**src/hw/pe_consts.svh**
```systemverilog
`ifndef PE_CONSTS_SVH
`define PE_CONSTS_SVH

// Datapath widths.
`define A_W 8
`define B_W 8
`define RES_W 32

// Storage depths and array shape.
`define A_D 4
`define B_D 4
`define CFG_BITS 2
`define N_PE 2

`endif

```
**src/hw/pe_pkg.sv**
```systemverilog
`default_nettype none

`include "pe_consts.svh"

package pe_pkg;

	typedef logic [`A_W-1:0] a_data_t;
	typedef logic [`B_W-1:0] b_data_t;
	typedef logic [`A_W+`B_W-1:0] prod_t; // Full 8x8 product.
	typedef logic [`RES_W-1:0] res_t;

	typedef logic [$clog2(`A_D)-1:0] a_tap_t;
	typedef logic [$clog2(`B_D)-1:0] b_addr_t;

	typedef logic shift_mode_t; // 0 keeps the product in place, 1 moves it up a byte.

	// Two-cycle split of a high-precision step.
	typedef enum logic {
		phase_low = 1'b0,
		phase_high = 1'b1
	} mac_phase_t;

endpackage

`default_nettype wire

```
**src/hw/pe_ctrl_if.sv**
```systemverilog
`default_nettype none

interface pe_ctrl_if;
	import pe_pkg::*;

	logic a_s; // Operand a is signed.
	logic b_s; // Current b byte is signed.
	b_addr_t b_addr;
	shift_mode_t shift_mode;
	logic acc_mode; // 0 chains, 1 feeds back.

	modport seq (
		output a_s, b_s, b_addr, shift_mode, acc_mode
	);

	modport dp (
		input a_s, b_s, b_addr, shift_mode, acc_mode
	);

endinterface

`default_nettype wire

```
**src/hw/accumulator.sv**
```systemverilog
`default_nettype none

module accumulator (
	input wire clk,
	input wire reset,
	input wire acc_en,
	pe_ctrl_if.dp ctrl,
	input wire pe_pkg::res_t res_in,
	input wire pe_pkg::res_t shifter_res,
	output pe_pkg::res_t res_out
);
	import pe_pkg::*;

	res_t addend;

	// Chain from upstream, or add onto own sum in the second hp cycle.
	assign addend = ctrl.acc_mode ? res_out : res_in;

	always_ff @(posedge clk) begin
		if (reset) begin
			res_out <= '0;
		end else if (acc_en) begin
			res_out <= shifter_res + addend;
		end
	end

endmodule

`default_nettype wire

```
**src/hw/mult_flex.sv**
```systemverilog
`default_nettype none

`include "pe_consts.svh"

module mult_flex (
	input wire pe_pkg::a_data_t a,
	input wire pe_pkg::b_data_t b,
	pe_ctrl_if.dp ctrl,
	output pe_pkg::prod_t res
);
	import pe_pkg::*;

	logic signed [`A_W:0] a_ext;
	logic signed [`B_W:0] b_ext;
	logic signed [`A_W+`B_W+1:0] full;

	// One extra bit makes unsigned operands positive in a signed multiply.
	assign a_ext = {ctrl.a_s & a[`A_W-1], a};
	assign b_ext = {ctrl.b_s & b[`B_W-1], b};

	assign full = a_ext * b_ext;
	assign res = full[`A_W+`B_W-1:0]; // Every mix fits in 16 bits.

endmodule

`default_nettype wire

```
**src/hw/pe.sv**
```systemverilog
`default_nettype none

module pe (
	input wire clk,
	input wire reset,
	input wire hp_en,
	input wire pe_pkg::a_data_t a,
	input wire a_en,
	input wire pe_pkg::a_tap_t a_mux,
	output pe_pkg::a_data_t a_out,
	input wire pe_pkg::b_data_t b,
	input wire b_en,
	output pe_pkg::b_data_t b_out,
	input wire acc_en,
	input wire pe_pkg::res_t res_in,
	output pe_pkg::res_t res_out,
	input wire config_en,
	input wire config_in,
	output logic config_out
);
	import pe_pkg::*;

	a_data_t mult_in_a;
	b_data_t mult_in_b;
	prod_t mult_res;
	res_t shifter_res;

	pe_ctrl_if ctrl ();

	stream_flex stream_flex_inst (
		.clk(clk),
		.reset(reset),
		.a(a),
		.a_en(a_en),
		.a_mux(a_mux),
		.mult_out(mult_in_a),
		.a_out(a_out)
	);

	stream_mem stream_mem_inst (
		.clk(clk),
		.reset(reset),
		.b(b),
		.b_en(b_en),
		.ctrl(ctrl.dp),
		.mult_out(mult_in_b),
		.b_out(b_out)
	);

	mult_flex mult_flex_inst (
		.a(mult_in_a),
		.b(mult_in_b),
		.ctrl(ctrl.dp),
		.res(mult_res)
	);

	shifter shifter_inst (
		.in(mult_res),
		.ctrl(ctrl.dp),
		.out(shifter_res)
	);

	accumulator accumulator_inst (
		.clk(clk),
		.reset(reset),
		.acc_en(acc_en),
		.ctrl(ctrl.dp),
		.res_in(res_in),
		.shifter_res(shifter_res),
		.res_out(res_out)
	);

	state_machine state_machine_inst (
		.clk(clk),
		.reset(reset),
		.hp_en(hp_en),
		.acc_en(acc_en),
		.config_en(config_en),
		.config_in(config_in),
		.config_out(config_out),
		.ctrl(ctrl.seq)
	);

endmodule

`default_nettype wire

```
**src/hw/pe_array.sv**
```systemverilog
`default_nettype none

`include "pe_consts.svh"

module pe_array (
	input wire clk,
	input wire reset,
	input wire hp_en,
	input wire pe_pkg::a_data_t a_in,
	input wire a_en,
	input wire pe_pkg::a_tap_t [`N_PE-1:0] a_mux,
	output pe_pkg::a_data_t a_out,
	input wire pe_pkg::b_data_t b_in,
	input wire [`N_PE-1:0] b_en,
	input wire acc_en,
	input wire pe_pkg::res_t res_in,
	output pe_pkg::res_t res_out,
	input wire config_en,
	input wire config_in,
	output logic config_out
);
	import pe_pkg::*;

	a_data_t a_chain [`N_PE+1];
	res_t res_chain [`N_PE+1];
	logic [`N_PE:0] cfg_chain;
	logic [`N_PE-2:0] acc_dly; // Step reaches PE k after k cycles.
	logic [`N_PE-1:0] acc_step;

	assign acc_step = {acc_dly, acc_en};

	always_ff @(posedge clk) begin
		if (reset) begin
			acc_dly <= '0;
		end else begin
			acc_dly <= acc_step[`N_PE-2:0];
		end
	end

	assign a_chain[0] = a_in;
	assign res_chain[0] = res_in; // Chain input, tied to zero by the host.
	assign cfg_chain[0] = config_in;

	for (genvar k = 0; k < `N_PE; k++) begin : g_pe
		pe pe_inst (
			.clk(clk),
			.reset(reset),
			.hp_en(hp_en),
			.a(a_chain[k]),
			.a_en(a_en),
			.a_mux(a_mux[k]),
			.a_out(a_chain[k+1]),
			.b(b_in), // Shared bus, loaded per PE by b_en.
			.b_en(b_en[k]),
			.b_out(),
			.acc_en(acc_step[k]),
			.res_in(res_chain[k]),
			.res_out(res_chain[k+1]),
			.config_en(config_en),
			.config_in(cfg_chain[k]),
			.config_out(cfg_chain[k+1])
		);
	end

	assign a_out = a_chain[`N_PE];
	assign res_out = res_chain[`N_PE];
	assign config_out = cfg_chain[`N_PE];

endmodule

`default_nettype wire

```
**src/hw/shifter.sv**
```systemverilog
`default_nettype none

`include "pe_consts.svh"

module shifter (
	input wire pe_pkg::prod_t in,
	pe_ctrl_if.dp ctrl,
	output pe_pkg::res_t out
);
	import pe_pkg::*;

	logic ext_sign;
	res_t ext;

	// Product is signed whenever either operand was.
	assign ext_sign = (ctrl.a_s | ctrl.b_s) & in[`A_W+`B_W-1];
	assign ext = {{(`RES_W-`A_W-`B_W){ext_sign}}, in};

	// High byte of a 16-bit weight lands one byte up.
	assign out = (ctrl.shift_mode == 1'b1) ? (ext << `B_W) : ext;

endmodule

`default_nettype wire

```
**src/hw/state_machine.sv**
```systemverilog
`default_nettype none

`include "pe_consts.svh"

module state_machine (
	input wire clk,
	input wire reset,
	input wire hp_en,
	input wire acc_en,
	input wire config_en,
	input wire config_in,
	output logic config_out,
	pe_ctrl_if.seq ctrl
);
	import pe_pkg::*;

	logic [`CFG_BITS-1:0] cfg; // Bit 0 a signed, bit 1 b signed.
	mac_phase_t phase;
	b_addr_t addr;
	logic in_high;
	logic low_byte; // Unsigned low half of a 16-bit weight.

	always_ff @(posedge clk) begin
		if (reset) begin
			cfg <= '0;
			phase <= phase_low;
			addr <= '0;
		end else begin
			if (config_en) begin
				cfg <= {cfg[`CFG_BITS-2:0], config_in}; // Shift toward the next PE.
			end
			if (acc_en) begin
				addr <= addr + 1'b1; // Even/odd pairs line up with the phase.
				if (hp_en && phase == phase_low) begin
					phase <= phase_high;
				end else begin
					phase <= phase_low;
				end
			end
		end
	end

	assign config_out = cfg[`CFG_BITS-1];

	assign in_high = (phase == phase_high);
	assign low_byte = hp_en & ~in_high;

	assign ctrl.a_s = cfg[0];
	assign ctrl.b_s = cfg[1] & ~low_byte;
	assign ctrl.b_addr = addr;
	assign ctrl.shift_mode = in_high;
	assign ctrl.acc_mode = in_high; // Second half adds onto the first.

endmodule

`default_nettype wire

```
**src/hw/stream_flex.sv**
```systemverilog
`default_nettype none

`include "pe_consts.svh"

module stream_flex (
	input wire clk,
	input wire reset,
	input wire pe_pkg::a_data_t a,
	input wire a_en,
	input wire pe_pkg::a_tap_t a_mux,
	output pe_pkg::a_data_t mult_out,
	output pe_pkg::a_data_t a_out
);
	import pe_pkg::*;

	a_data_t stage [`A_D];

	always_ff @(posedge clk) begin
		if (reset) begin
			for (int i = 0; i < `A_D; i++) begin
				stage[i] <= '0;
			end
		end else if (a_en) begin
			stage[0] <= a; // New word enters at the head.
			for (int i = 1; i < `A_D; i++) begin
				stage[i] <= stage[i-1];
			end
		end
	end

	// Tap lets the PE keep using an older word while the stream moves on.
	assign mult_out = stage[a_mux];
	assign a_out = stage[`A_D-1]; // Tail feeds the next PE.

endmodule

`default_nettype wire

```
**src/hw/stream_mem.sv**
```systemverilog
`default_nettype none

`include "pe_consts.svh"

module stream_mem (
	input wire clk,
	input wire reset,
	input wire pe_pkg::b_data_t b,
	input wire b_en,
	pe_ctrl_if.dp ctrl,
	output pe_pkg::b_data_t mult_out,
	output pe_pkg::b_data_t b_out
);
	import pe_pkg::*;

	b_data_t mem [`B_D];
	b_addr_t wptr;

	always_ff @(posedge clk) begin
		if (reset) begin
			wptr <= '0;
			b_out <= '0;
			for (int i = 0; i < `B_D; i++) begin
				mem[i] <= '0;
			end
		end else if (b_en) begin
			mem[wptr] <= b;
			wptr <= wptr + 1'b1; // Wraps after B_D writes.
			b_out <= b; // Pass weight onward a cycle late.
		end
	end

	assign mult_out = mem[ctrl.b_addr]; // Sequencer picks the weight.

endmodule

`default_nettype wire

```
**config.mk**
```make
export PLATFORM = sky130hd
export DESIGN_NAME = pe_array
export DESIGN_NICKNAME = d
export VERILOG_FILES = /design/src/hw/pe_pkg.sv /design/src/hw/pe_ctrl_if.sv /design/src/hw/accumulator.sv /design/src/hw/mult_flex.sv /design/src/hw/pe.sv /design/src/hw/pe_array.sv /design/src/hw/shifter.sv /design/src/hw/state_machine.sv /design/src/hw/stream_flex.sv /design/src/hw/stream_mem.sv
export VERILOG_INCLUDE_DIRS = /design/src /design/src/hw
export SDC_FILE = /design/constraint.sdc
export NUM_CORES = 1
export LEC_CHECK = 0
export BUFFER_PORTS_ARGS = -buffer_cell sky130_fd_sc_hd__buf_2
export CAP_MARGIN = 0
export CORE_ASPECT_RATIO = 0.7
export CORE_UTILIZATION = 36
export DETAILED_ROUTE_END_ITERATION = 8
export PLACE_DENSITY = 0.56
export SLEW_MARGIN = 15
export SYNTH_ARGS = -nofsm -noshare
export SYNTH_HDL_FRONTEND = slang
export SYNTH_SLANG_ARGS = --single-unit
```
**constraint.sdc**
```tcl
create_clock -name clk -period 9.55 [get_ports clk]
set_input_delay 0.955 -clock clk [delete_from_list [all_inputs] [get_ports clk]]
set_output_delay 0.955 -clock clk [all_outputs]
set_load 0.005 [all_outputs]
```
* Yosys cells after proc, flatten, opt, wreduce, memory -nomap -nowiden *
Memories as Yosys holds them, arrays and structs flattened. A register that Yosys moved wholly into a read port is not among the register bits.
Index checks and enable logic that the tools add are counted.

storage, ports and cells
  flip-flop bits (word level) = 79
  RAM bits = 128
  input bits = 61
  output and inout port bits = 41
  logic and storage cells = 86
  memories = 4

memories
  memory                                  words  width  read ports  clocked after Yosys merged registers in  wr ports  RTL line           text
  g_pe[0].pe_inst.stream_flex_inst.stage  4      8      5           0                                        4         stream_flex.sv:16  a_data_t stage [`A_D];
  g_pe[0].pe_inst.stream_mem_inst.mem     4      8      1           1                                        4         stream_mem.sv:16   b_data_t mem [`B_D];
  g_pe[1].pe_inst.stream_flex_inst.stage  4      8      5           0                                        4         stream_flex.sv:16
  g_pe[1].pe_inst.stream_mem_inst.mem     4      8      1           1                                        4         stream_mem.sv:16

cells by class
  add/sub/neg operators = 6
  multipliers = 2
  muxes and demuxes = 35
  bitwise gates (word level) = 24
  reduce and logical (&&, ||, !) cells = 4

operator list
  cell                   number
  $mux W8                10
  $add A32 B32 Y32       2
  $mux W32               2
  $mux W24               2
  $mul A9 B9 Y16         2
  $reduce_or A8 Y1       2
  $mux W1                15
  $mux W2                6
  $and A1 B1 Y1          10
  $or A1 B1 Y1           10
  $add A2 B1 Y2 const B  4
  $not A1 Y1             4
  $logic_and A1 B1 Y1    2

* Longest topological paths before layout *
Gate-level depths: netlist of the first run.

  depth after elaboration = 9
  gate-level depth with buffers = 34
  mapped depth without buffers = 32

* By module *
A second synthesis of the first run with hierarchy kept.

second synthesis, totals
  cells, all modules = 1963
  area, all modules = 19501.2 µm²

modules (own cells, without submodules)
  module                                       times used  cells each  area an instance (µm²)  seq. area each (µm²)
  accumulator                                  2           381         3133.0                  640.6
  stream_mem                                   2           123         1811.7                  1161.1
  stream_flex                                  2           81          1466.4                  960.9
  mult_flex at g_pe[1].pe_inst.mult_flex_inst  1           332         2825.2                  0.0
  mult_flex at g_pe[0].pe_inst.mult_flex_inst  1           331         2819.0                  0.0
  shifter                                      2           44          300.3                   0.0
  state_machine                                2           20          200.2                   100.1
  pe_array                                     1           2           33.8                    20.0

* Worst setup path after synthesis of the first run *
No wires, ideal clock.

  kind = input port to flip-flop
  start = input a_mux[0] (netlist bit)
  end = register g_pe[0].pe_inst.accumulator_inst.res_out[31]
  library setup time = 0.070 ns
  data arrival time = 8.910 ns
  data required time = 9.480 ns
  path slack = 0.569 ns
  stages = 34
  buffers on the path = 4
  cell sequence = buf_2 > mux4_2 > clkbuf_1 > and2_0 > clkbuf_1 > nand2_1 > fa_1 > inv_1 > fa_1 > fa_1 > fa_1 > inv_1 > fa_1 > inv_1 > ha_1 > o21ai_0 > a21oi_1 > o41a_1 > a31oi_1 > xnor2_2 > nor3_1 > o21bai_1 > ha_1 > clkbuf_2 > and4_1 > nor2b_1 > o21ai_0 > nand2b_1 > a41o_1 > a41o_1 > o41ai_4 > xnor2_1 > mux2_4 > a21oi_1

between the ends
  word-level cells in the longest chain between the ends = 6

RTL lines
  what                  RTL line           text
  start, declared       pe_array.sv:11     input wire pe_pkg::a_tap_t [`N_PE-1:0] a_mux,
  $mem_v2 Z4 W8 (*)     -
  $and A1 B1 Y1         mult_flex.sv:18    assign a_ext = {ctrl.a_s & a[`A_W-1], a};
  $mul A9 B9 Y16 (*)    mult_flex.sv:21    assign full = a_ext * b_ext;
  $and A1 B1 Y1         shifter.sv:16      assign ext_sign = (ctrl.a_s | ctrl.b_s) & in[`A_W+`B_W-1];
  $mux W24              shifter.sv:20      assign out = (ctrl.shift_mode == 1'b1) ? (ext << `B_W) : ext;
  $add A32 B32 Y32 (*)  accumulator.sv:23  res_out <= shifter_res + addend;
  end signal, assigned  accumulator.sv:23
  end, declared         accumulator.sv:10  output pe_pkg::res_t res_out

Every way passes the cells marked *; elsewhere a longest branch is shown, timed or not.
A chain may end at the register's enable or synchronous reset.

==> results.sh, run 1 <==
export IMPL_start_kind="register"
export IMPL_layout_drive_gt1_share_pct=14.4
export IMPL_cts_setup_buffers=0
export IMPL_row_count=68
export IMPL_firstDrtPassIters=5
export IMPL_setup_tns_final_ns=0
export IMPL_root_buffer="clkbuf_16"
export IMPL_critical_path_top_delay_family="adder cells"
export IMPL_ys_warn_count=0
export IMPL_holdWs_ns=0.489
export IMPL_io_buffer_count=101
export IMPL_worst_slew_pin_slew_ns=0.706
export IMPL_hold_buffers=0
export IMPL_status="complete, no violations"
export IMPL_met3_wirelength_um=3010
export IMPL_wl_per_cell_um=17.8
export IMPL_max_freq_mhz=112
export IMPL_hold_viol_final=0
export IMPL_drt_initial_drc_count=847
export IMPL_grt_pass1_wl_um=73400
export IMPL_highest_layer="met5"
export IMPL_nets=2193
export IMPL_slowest_delay_ns=0.79
export IMPL_wl_met1_um=22900
export IMPL_syn_avg_cell_area_um2=10.0
export IMPL_ys_ff_latch=211
export IMPL_die_x_um=270
export IMPL_rsz0062_at_grt="no"
export IMPL_synth_cell_types=72
export IMPL_antenna_left=0
export IMPL_hpwl_um=35900
export IMPL_critPathKind="reg -> reg"
export IMPL_maxCapViolCount=0
export IMPL_synth_nets=2120
export IMPL_synthFlopType="edfxtp_1"
export IMPL_antenna_found_initial=6
export IMPL_post_route_period_util_pct=93.7
export IMPL_crit_fanout=9
export IMPL_p_per_area_mw_per_mm2=179
export IMPL_ios=102
export IMPL_grt_overflow=0
export IMPL_crit_top_cell="fa_1"
export IMPL_routabilityCongestion=0.863
export IMPL_drc=0
export IMPL_drt_total_wl_um=45700
export IMPL_timing_max_transition_violations_final=0
export IMPL_clock_sinks=211
export IMPL_vias_per_cell=5.00
export IMPL_fin_worst_skew_ns=0.0177
export IMPL_setup_viol=0
export IMPL_max_clock_path_buffers=3
export IMPL_cts_tree="built"
export IMPL_relSlewSlack_pct=52.5
export IMPL_required_ns=10.01
export IMPL_post_cts_resized=0
export IMPL_core_mm2=0.0493
export IMPL_async_flop_share_pct=0
export IMPL_synthCells=1803
export IMPL_grtUsageTotal_pct=18.2
export IMPL_synth_edf_count=128
export IMPL_synth_area_mm2=0.0180
export IMPL_die_area_mm2=0.0510
export IMPL_htreeDepth=1
export IMPL_worst_skew_pair_late_latency_ns=0.54
export IMPL_cts_buffers=23
export IMPL_grt_max_degree=65
export IMPL_seq_area_frac_synth_pct=30.5
export IMPL_start_util_pct=36.6
export IMPL_grt_pass1_vias=13000
export IMPL_p_leak_nw=9.36
export IMPL_min_path_type="reg -> reg"
export IMPL_cp_slowest_cell="mux4_1"
export IMPL_dr_total_vias=12800
export IMPL_period_needed_ns=8.95
export IMPL_ir_worst_vdd_uv=144
export IMPL_cp_end_kind="register"
export IMPL_clkSlewWorstSetupHoldPaths_ns=0.06
export IMPL_path_buf_inv=4
export IMPL_area_delta_synth_final_pct=10.6
export IMPL_worstPathArrival_ns=9.41
export IMPL_die_h_um=189
export IMPL_wl_met2_um=19200
[worst min-delay path, delay by kind of cell (launching register included)]
family / cells / cell delay (ns)
AOI/OAI and AO/OA: 1 / 0.05
and+or+nand+nor: 1 / 0.07
DFF: 1 / 0.32
[stage by stage]
stage	cell area (um^2)	setup slack [ns]	cells	power [mW]	util, %
finish	20000	0.600	2562	3.57	40.4
CTS	19900	0.541	2558	3.60	40.4
global placement	19200	0.246	2516	2.67	38.9
global route	19900	0.0134	2558	3.83	40.4
detailed placement	19200	0.129	2516	2.68	38.9
floorplan	18000	0.569	1803	2.28	-
[layout by cell type, fill, tap and decap left out, types with 46 or more instances in the layout]
master    instances
xnor2_1          61
dfxtp_1          80
mux2_2           63
buf_2           100
fa_1            128
and2_1          159
a21oi_1          79
a21o_1           46
nor2_1          139
nand2_1         149
edfxtp_1        128
ha_1            128
o21ai_0          50
inv_1           189
[layer usage]
metal | up-vias | GRT usage (%)
met2 | 304 | 27.2
met3 | 33 | 3.51
li1 | 6271 | -
met1 | 6197 | 27.6
met5 | - | 0
met4 | 2 | 2.29
[layout make-up]
class / instances / area (um^2)
repair buffers: 121 / 658
inverters: 190 / 713
flip-flops and latches: 211 / 5510
clock inverters: 5 / 68.8
diodes: 4 / 10.0
clock buffers: 37 / 678
well taps: 665 / 832
multi-input cells: 1329 / 11500
fillers: 4930 / 29400
[cells by family after synthesis]
logic type      Yosys count  share of synthesized area, %
buf+inv                 263                          5.82
flops                   211                          30.5
xor+xnor                 94                          4.72
fa+ha+maj               256                          23.1
mux                     141                          10.6
simple gates            567                          15.5
compound gates          271                          9.76
[Yosys cell counts (all sizes together) (4+ instances only)]
library cell	instances	area share, %
a211o	4	0.19
a211oi	13	0.57
a21o	46	1.9
a21oi	79	2.2
a31oi	13	0.45
and2	160	5.5
and3	11	0.38
buf	33	1.0
clkbuf	40	0.85
dfxtp	83	9.2
edfxtp	128	21
fa	128	14
ha	128	8.9
inv	189	3.9
mux2	64	4.0
mux2i	45	2.5
mux4	32	4.1
nand2	149	3.1
nand2b	19	0.66
nand3	24	0.69
nand3b	4	0.17
nand4	5	0.17
nor2	141	3.0
nor2b	21	0.73
nor3	13	0.36
nor4	5	0.17
o211ai	6	0.25
o21a	4	0.17
o21ai	53	1.5
o21bai	22	0.92
o22ai	5	0.17
or2	10	0.35
xnor2	63	3.1
xor2	30	1.5
[worst paths after layout]
path,slack (ns),to,depth (start not counted),from
min,0.49,g_pe[1].pe_inst.accumulator_inst.res_out[22],2,g_pe[1].pe_inst.accumulator_inst.res_out[22]
min reg2reg,0.49,g_pe[1].pe_inst.accumulator_inst.res_out[22],2,g_pe[1].pe_inst.accumulator_inst.res_out[22]
max,0.60,g_pe[0].pe_inst.accumulator_inst.res_out[31],30,register
max reg2reg,0.60,g_pe[0].pe_inst.accumulator_inst.res_out[31],30,register
[flip-flops by register name (all words and copies together) (netlist names), named ones only]
register                                       count
g_pe.pe_inst.state_machine_inst.cfg                4
g_pe.pe_inst.stream_mem_inst.mem                  64
g_pe.pe_inst.state_machine_inst.ctrl.b_addr        4
g_pe.pe_inst.stream_flex_inst.stage               64
g_pe.pe_inst.state_machine_inst.ctrl.acc_mode      2
g_pe.pe_inst.stream_mem_inst.wptr                  4
g_pe.pe_inst.accumulator_inst.res_out             64
acc_dly                                            1
[report_power, final]
| group | internal, mW | switching (mW) | leakage [nW] | total (mW) |
|---|---|---|---|---|
| Combinational | 0.649 | 0.869 | 6.94 | 1.52 |
| Clock | 0.517 | 0.389 | 0.366 | 0.906 |
| Sequential | 1.06 | 0.0817 | 2.05 | 1.14 |
| Total | 2.23 | 1.34 | 9.36 | 3.57 |
(Power assumes the default switching activity.)
==> inputs of run 2 (changes only) <==
--- a/config.mk
+++ b/config.mk
@@ -11,7 +11,7 @@
 export CORE_ASPECT_RATIO = 0.7
 export CORE_UTILIZATION = 36
 export DETAILED_ROUTE_END_ITERATION = 8
-export PLACE_DENSITY = 0.56
+export PLACE_DENSITY = 0.55
 export SLEW_MARGIN = 15
 export SYNTH_ARGS = -nofsm -noshare
 export SYNTH_HDL_FRONTEND = slang
==> run 2 against run 1 <==
Effect of this change:
- clock power grew 7.3%
- cell count is 0.12% lower
- total power grew 1.9%
- routed wire length up 0.47%
- largest cell class unchanged
==> results.sh, run 2 (synthesis gave the netlist of run 1 again) <==
export IMPL_wl_per_cell_um=17.9
export IMPL_cts_tree="built"
export IMPL_place_area_mm2=0.0192
export IMPL_firstDrtPassIters=5
export IMPL_grt_max_degree=65
export IMPL_dr_total_vias=12900
export IMPL_cts_setup_buffers=0
export IMPL_row_count=68
export IMPL_fin_cells=2559
export IMPL_hold_path_startpoint="g_pe[1].pe_inst.accumulator_inst.res_out[9]"
export IMPL_p_clk_share_pct=26.7
export IMPL_start_kind="register"
export IMPL_worstRegToRegCells=30
export IMPL_largestRegisters="g_pe.pe_inst.accumulator_inst.res_out x64, g_pe.pe_inst.stream_flex_inst.stage x64, g_pe.pe_inst.stream_mem_inst.mem x64"
export IMPL_nFillCells=4893
export IMPL_p_seq_share_pct=31.6
export IMPL_post_route_period_util_pct=93.6
export IMPL_hold_end="g_pe[1].pe_inst.accumulator_inst.res_out[9]"
export IMPL_worst_slew_pin_slew_ns=1.00
export IMPL_required_ns=10.02
export IMPL_clock_sinks=211
export IMPL_pre_cts_ws_ns=0.185
export IMPL_worstPathArrival_ns=9.41
export IMPL_hold_buffers=0
export IMPL_final_cell_mix="189 x inv_1, 159 x and2_1, 149 x nand2_1, 139 x nor2_1"
export IMPL_root_buffer="clkbuf_16"
export IMPL_cts_buffers=23
export IMPL_antenna_left=0
export IMPL_fin_worst_skew_ns=0.0127
export IMPL_routabilityCongestion=0.887
export IMPL_p_leak_nw=9.39
export IMPL_finalInstanceArea_mm2=0.0200
export IMPL_die_h_um=189
export IMPL_grt_pass1_wl_um=72800
export IMPL_drt_initial_drc_count=854
export IMPL_holdPathStages=2
export IMPL_hpwl_um=36100
export IMPL_status="complete, no violations"
export IMPL_drc=0
export IMPL_grtUsageTotal_pct=18.0
export IMPL_layout_drive_gt1_share_pct=14.4
export IMPL_crit_top_cell="fa_1"
export IMPL_ios=102
export IMPL_crit_fanout=9
export IMPL_die_x_um=270
export IMPL_area_delta_synth_final_pct=10.9
export IMPL_clkSlewWorstSetupHoldPaths_ns=0.06
export IMPL_post_cts_resized=0
export IMPL_swShare_pct=36.8
export IMPL_period_needed_ns=8.94
export IMPL_r2r_setup_slack_ns=0.61
export IMPL_dp_cells=2515
export IMPL_timing_max_transition_violations_final=0
export IMPL_drt_total_wl_um=45900
export IMPL_rr_endpoint="g_pe[0].pe_inst.accumulator_inst.res_out[31]"
export IMPL_slowest_delay_ns=0.81
export IMPL_p_int_mw=2.30
export IMPL_p_sw_mw=1.34
export IMPL_grt_pass1_vias=12900
export IMPL_min_path_type="reg -> reg"
export IMPL_relSlewSlack_pct=33.3
export IMPL_max_clock_path_buffers=3
export IMPL_vias_per_cell=5.06
export IMPL_setup_viol=0
export IMPL_die_area_mm2=0.0510
export IMPL_p_per_area_mw_per_mm2=182
export IMPL_grt_overflow=0
export IMPL_worst_skew_pair_late_latency_ns=0.54
export IMPL_layout_commonest_cell="inv_1"
export IMPL_htreeDepth=1
export IMPL_cp_slowest_cell="mux4_1"
export IMPL_pwr_share_comb_pct=41.7
export IMPL_setup_tns_final_ns=0
export IMPL_maxCapViolCount=0
export IMPL_cp_end_kind="register"
export IMPL_setup_ws_ns=0.608
export IMPL_core_mm2=0.0493
export IMPL_max_freq_mhz=112
export IMPL_hold_viol_final=0
export IMPL_critPathKind="reg -> reg"
export IMPL_antenna_found_initial=5
export IMPL_nets=2192
export IMPL_rsz0062_at_grt="no"
export IMPL_start_util_pct=36.6
export IMPL_io_buffer_count=101
export IMPL_ir_worst_vdd_uv=137
==> run 2: layout make-up <==
type                       count  area [um^2]  area share, %
multi-input combinational   1329        11500           57.4
sequential                   211         5510           27.5
inverter                     190          713           3.56
tap                          665          832           4.16
antenna                        2         5.00         0.0250
clock buffer                  34          657           3.28
clock inverter                 8          158          0.788
timing repair buffer         120          651           3.25
==> run 2: worst max path at each step <==
stage / startpoint / end / slack, ns / cells past startpoint
floorplan: a_mux[0] / g_pe[0].pe_inst.accumulator_inst.res_out[31] / 0.57 / 34
global placement: a_mux[0] / g_pe[0].pe_inst.accumulator_inst.res_out[31] / 0.27 / 31
detailed placement: a_mux[0] / g_pe[0].pe_inst.accumulator_inst.res_out[31] / 0.19 / 31
CTS: register / g_pe[0].pe_inst.accumulator_inst.res_out[31] / 0.55 / 30
global route: register / g_pe[0].pe_inst.accumulator_inst.res_out[31] / 0.03 / 30
finish: register / g_pe[0].pe_inst.accumulator_inst.res_out[31] / 0.61 / 30
==> run 2: layer usage <==
layer / part of all wire (%) / global-route usage [%]
met5: 0.083 / 0
met4: 1.2 / 2.23
met3: 5.7 / 3.28
met2: 42 / 27.3
met1: 51 / 27.3
==> run 2: worst max-delay path, delay by kind of cell (launching register included) <==
family / cells / cell delay, ns
flip-flops: 1 / 0.65
AND/OR/NAND/NOR: 5 / 1.27
buffers and inverters: 4 / 0.20
XOR/XNOR: 2 / 0.32
AO/OA/AOI/OAI: 10 / 2.20
multiplexers: 2 / 1.13
adder cells (fa/ha/maj): 7 / 3.10
==> run 2: power by group through the flow <==
| stage | registers [mW] | logic (mW) | clock network [mW] |
|---|---|---|---|
| 6_report | 1.15 | 1.52 | 0.972 |
| 5_1_grt | 1.16 | 1.70 | 1.03 |
| 4_1_cts | 1.15 | 1.52 | 0.993 |
| 3_3_place_gp | 1.17 | 1.50 | 0 |
| 2_1_floorplan | 1.12 | 1.16 | 0 |
| 3_5_place_dp | 1.17 | 1.50 | 0 |
==> run 2: per-stage QoR <==
step | utilization (%) | power [mW] | hold slack [ns]
final | 40.6 | 3.64 | 0.487
after global routing | 40.6 | 3.88 | 0.505
after CTS | 40.5 | 3.66 | 0.495
after detailed placement | 38.9 | 2.68 | 0.484
after global placement | 38.9 | 2.67 | 0.467
after floorplan | - | 2.28 | 0.467
==> inputs of run 3 (changes only) <==
--- a/config.mk
+++ b/config.mk
@@ -11,7 +11,7 @@
 export CORE_ASPECT_RATIO = 0.7
 export CORE_UTILIZATION = 36
 export DETAILED_ROUTE_END_ITERATION = 8
-export PLACE_DENSITY = 0.55
+export PLACE_DENSITY = 0.53
 export SLEW_MARGIN = 15
 export SYNTH_ARGS = -nofsm -noshare
 export SYNTH_HDL_FRONTEND = slang
==> constraint.sdc (replaced) <==
create_clock -name clk -period 10.7 [get_ports clk]
set_input_delay 1.07 -clock clk [delete_from_list [all_inputs] [get_ports clk]]
set_output_delay 1.07 -clock clk [all_outputs]
set_load 0.005 [all_outputs]
==> run 3 against run 2 <==
Effect of this change:
- sequential share of layout area rose by 0.11 points
- via count down 1.5%
- core utilization is 0.16 points lower
- setup slack better by 1.0 ns
- critical path depth is 1 higher
- sequential cell count unchanged
- clock power down 14%
- largest power group unchanged
==> results.sh, run 3 (synthesis gave the netlist of run 1 again) <==
export IMPL_status="complete, no violations"
export IMPL_required_ns=11.18
export IMPL_ir_worst_vdd_uv=109
export IMPL_hold_buffers=0
export IMPL_hold_viol_final=0
export IMPL_clock_sinks=211
export IMPL_nets=2186
export IMPL_grt_pass1_wl_um=74800
export IMPL_grtUsageTotal_pct=18.5
export IMPL_dr_total_vias=12700
export IMPL_htreeDepth=1
export IMPL_die_x_um=270
export IMPL_crit_top_cell="fa_1"
export IMPL_timing_max_transition_violations_final=0
export IMPL_drt_total_wl_um=46500
export IMPL_drt_initial_drc_count=804
export IMPL_postLayoutCoreUtil_pct=40.4
export IMPL_p_clk_share_pct=26.0
export IMPL_relSlewSlack_pct=28.0
export IMPL_p_sw_mw=1.22
export IMPL_cts_buffers=24
export IMPL_vias_per_cell=4.99
export IMPL_max_clock_path_buffers=3
export IMPL_largestRegisters="g_pe.pe_inst.accumulator_inst.res_out x64, g_pe.pe_inst.stream_flex_inst.stage x64, g_pe.pe_inst.stream_mem_inst.mem x64"
export IMPL_routabilityCongestion=0.832
export IMPL_post_route_period_util_pct=84.9
export IMPL_p_int_mw=1.99
export IMPL_die_h_um=189
export IMPL_antenna_left=0
export IMPL_nFillCells=4910
export IMPL_post_cts_resized=0
export IMPL_io_buffer_count=101
export IMPL_swShare_pct=38.0
export IMPL_crit_fanout=12
export IMPL_worstPathArrival_ns=9.56
export IMPL_antenna_found_initial=5
export IMPL_pwr_share_comb_pct=42.2
export IMPL_fin_worst_skew_ns=0.0168
export IMPL_setup_tns_final_ns=0
export IMPL_ios=102
export IMPL_cts_setup_buffers=0
export IMPL_p_per_area_mw_per_mm2=161
export IMPL_grt_max_degree=65
export IMPL_layout_drive_gt1_share_pct=14.1
export IMPL_cp_end_kind="register"
export IMPL_critPathKind="in -> reg"
export IMPL_rsz0062_at_grt="no"
export IMPL_p_leak_nw=9.33
export IMPL_period_needed_ns=9.08
export IMPL_die_area_mm2=0.0510
export IMPL_slowest_delay_ns=0.69
export IMPL_critical_path_top_delay_family="adder cells"
export IMPL_drc=0
export IMPL_cp_slowest_cell="mux4_2"
export IMPL_start_util_pct=36.6
export IMPL_worst_skew_pair_late_latency_ns=0.55
export IMPL_grt_overflow=0
export IMPL_maxCapViolCount=0
export IMPL_path_buf_inv=4
export IMPL_min_path_type="reg -> reg"
export IMPL_layout_commonest_cell="inv_1"
export IMPL_root_buffer="clkbuf_16"
export IMPL_firstDrtPassIters=7
export IMPL_clkSlewWorstSetupHoldPaths_ns=0.06
export IMPL_area_delta_synth_final_pct=10.5
export IMPL_setup_viol=0
export IMPL_row_count=68
export IMPL_p_seq_share_pct=31.9
export IMPL_final_cell_mix="189 x inv_1, 159 x and2_1, 149 x nand2_1, 139 x nor2_1"
export IMPL_start_kind="primary input"
export IMPL_core_mm2=0.0493
export IMPL_hpwl_um=36200
export IMPL_wl_per_cell_um=18.2
export IMPL_grt_pass1_vias=13100
export IMPL_worst_slew_pin_slew_ns=1.08
export IMPL_cts_tree="built"
export IMPL_max_freq_mhz=110
## run 3: cell count changes in the layout (fill, tap and decap cells not counted), sizes merged
cell,delta
clkbuf,-5
clkinvlp,+2
bufinv,-2
clkinv,+6
buf,-7
diode,+2
## run 3: final cells by class
type / count / area [um^2] / share of cell area [%]
Antenna cell: 4 / 10.0 / 0.0502
Sequential cell: 211 / 5510 / 27.6
Timing Repair Buffer: 113 / 598 / 3.00
Clock buffer: 29 / 619 / 3.11
Tap cell: 665 / 832 / 4.17
Multi-Input combinational cell: 1329 / 11500 / 57.6
Inverter: 190 / 713 / 3.58
Clock inverter: 14 / 163 / 0.816
## run 3: worst paths after layout
| path | start | end | slack [ns] | cells past startpoint |
|---|---|---|---|---|
| worst max-delay path | a_mux[0] | g_pe[0].pe_inst.accumulator_inst.res_out[31] | 1.62 | 31 |
| worst min-delay path | g_pe[1].pe_inst.accumulator_inst.res_out[22] | g_pe[1].pe_inst.accumulator_inst.res_out[22] | 0.49 | 2 |
| worst max register to register | register | g_pe[0].pe_inst.accumulator_inst.res_out[31] | 1.77 | 30 |
| worst min register to register | g_pe[1].pe_inst.accumulator_inst.res_out[22] | g_pe[1].pe_inst.accumulator_inst.res_out[22] | 0.49 | 2 |
## run 3: metal layers
metal	up-vias	global-route usage, %	routed length [um]	share of wire (%)
met5	-	0	0	0
met4	0	3.91	1010	2.2
met3	46	2.74	2290	4.9
met2	275	27.7	19500	42
met1	6165	28.1	23700	51
li1	6262	-	-	-
## run 3: worst reg2reg max path, delay by kind of cell, from the launching register on
kind / cells / cell delay (ns)
and+or+nand+nor: 5 / 1.24
muxes: 2 / 1.13
adders and majority gates: 7 / 3.10
buffers and inverters: 4 / 0.19
AOI/OAI and AO/OA: 10 / 2.21
DFF: 1 / 0.67
xor gates and xnor gates: 2 / 0.33
## run 3: through the flow
stage | setup WS (ns) | hold slack, ns | std cells | area (um^2) | power, mW
2_1_floorplan | 1.60 | 0.467 | 1803 | 18000 | 2.04
3_3_place_gp | 1.16 | 0.469 | 2508 | 19100 | 2.39
3_5_place_dp | 1.07 | 0.485 | 2508 | 19100 | 2.40
4_1_cts | 1.65 | 0.494 | 2551 | 19900 | 3.25
5_1_grt | 1.15 | 0.525 | 2551 | 19900 | 3.47
6_report | 1.62 | 0.494 | 2555 | 19900 | 3.22
## run 3: power by group through the flow
stage	registers [mW]	logic, mW	clock network [mW]
after floorplan	0.998	1.04	0
after global placement	1.05	1.34	0
after detailed placement	1.05	1.35	0
after CTS	1.03	1.36	0.856
after global routing	1.04	1.54	0.888
final	1.03	1.36	0.835
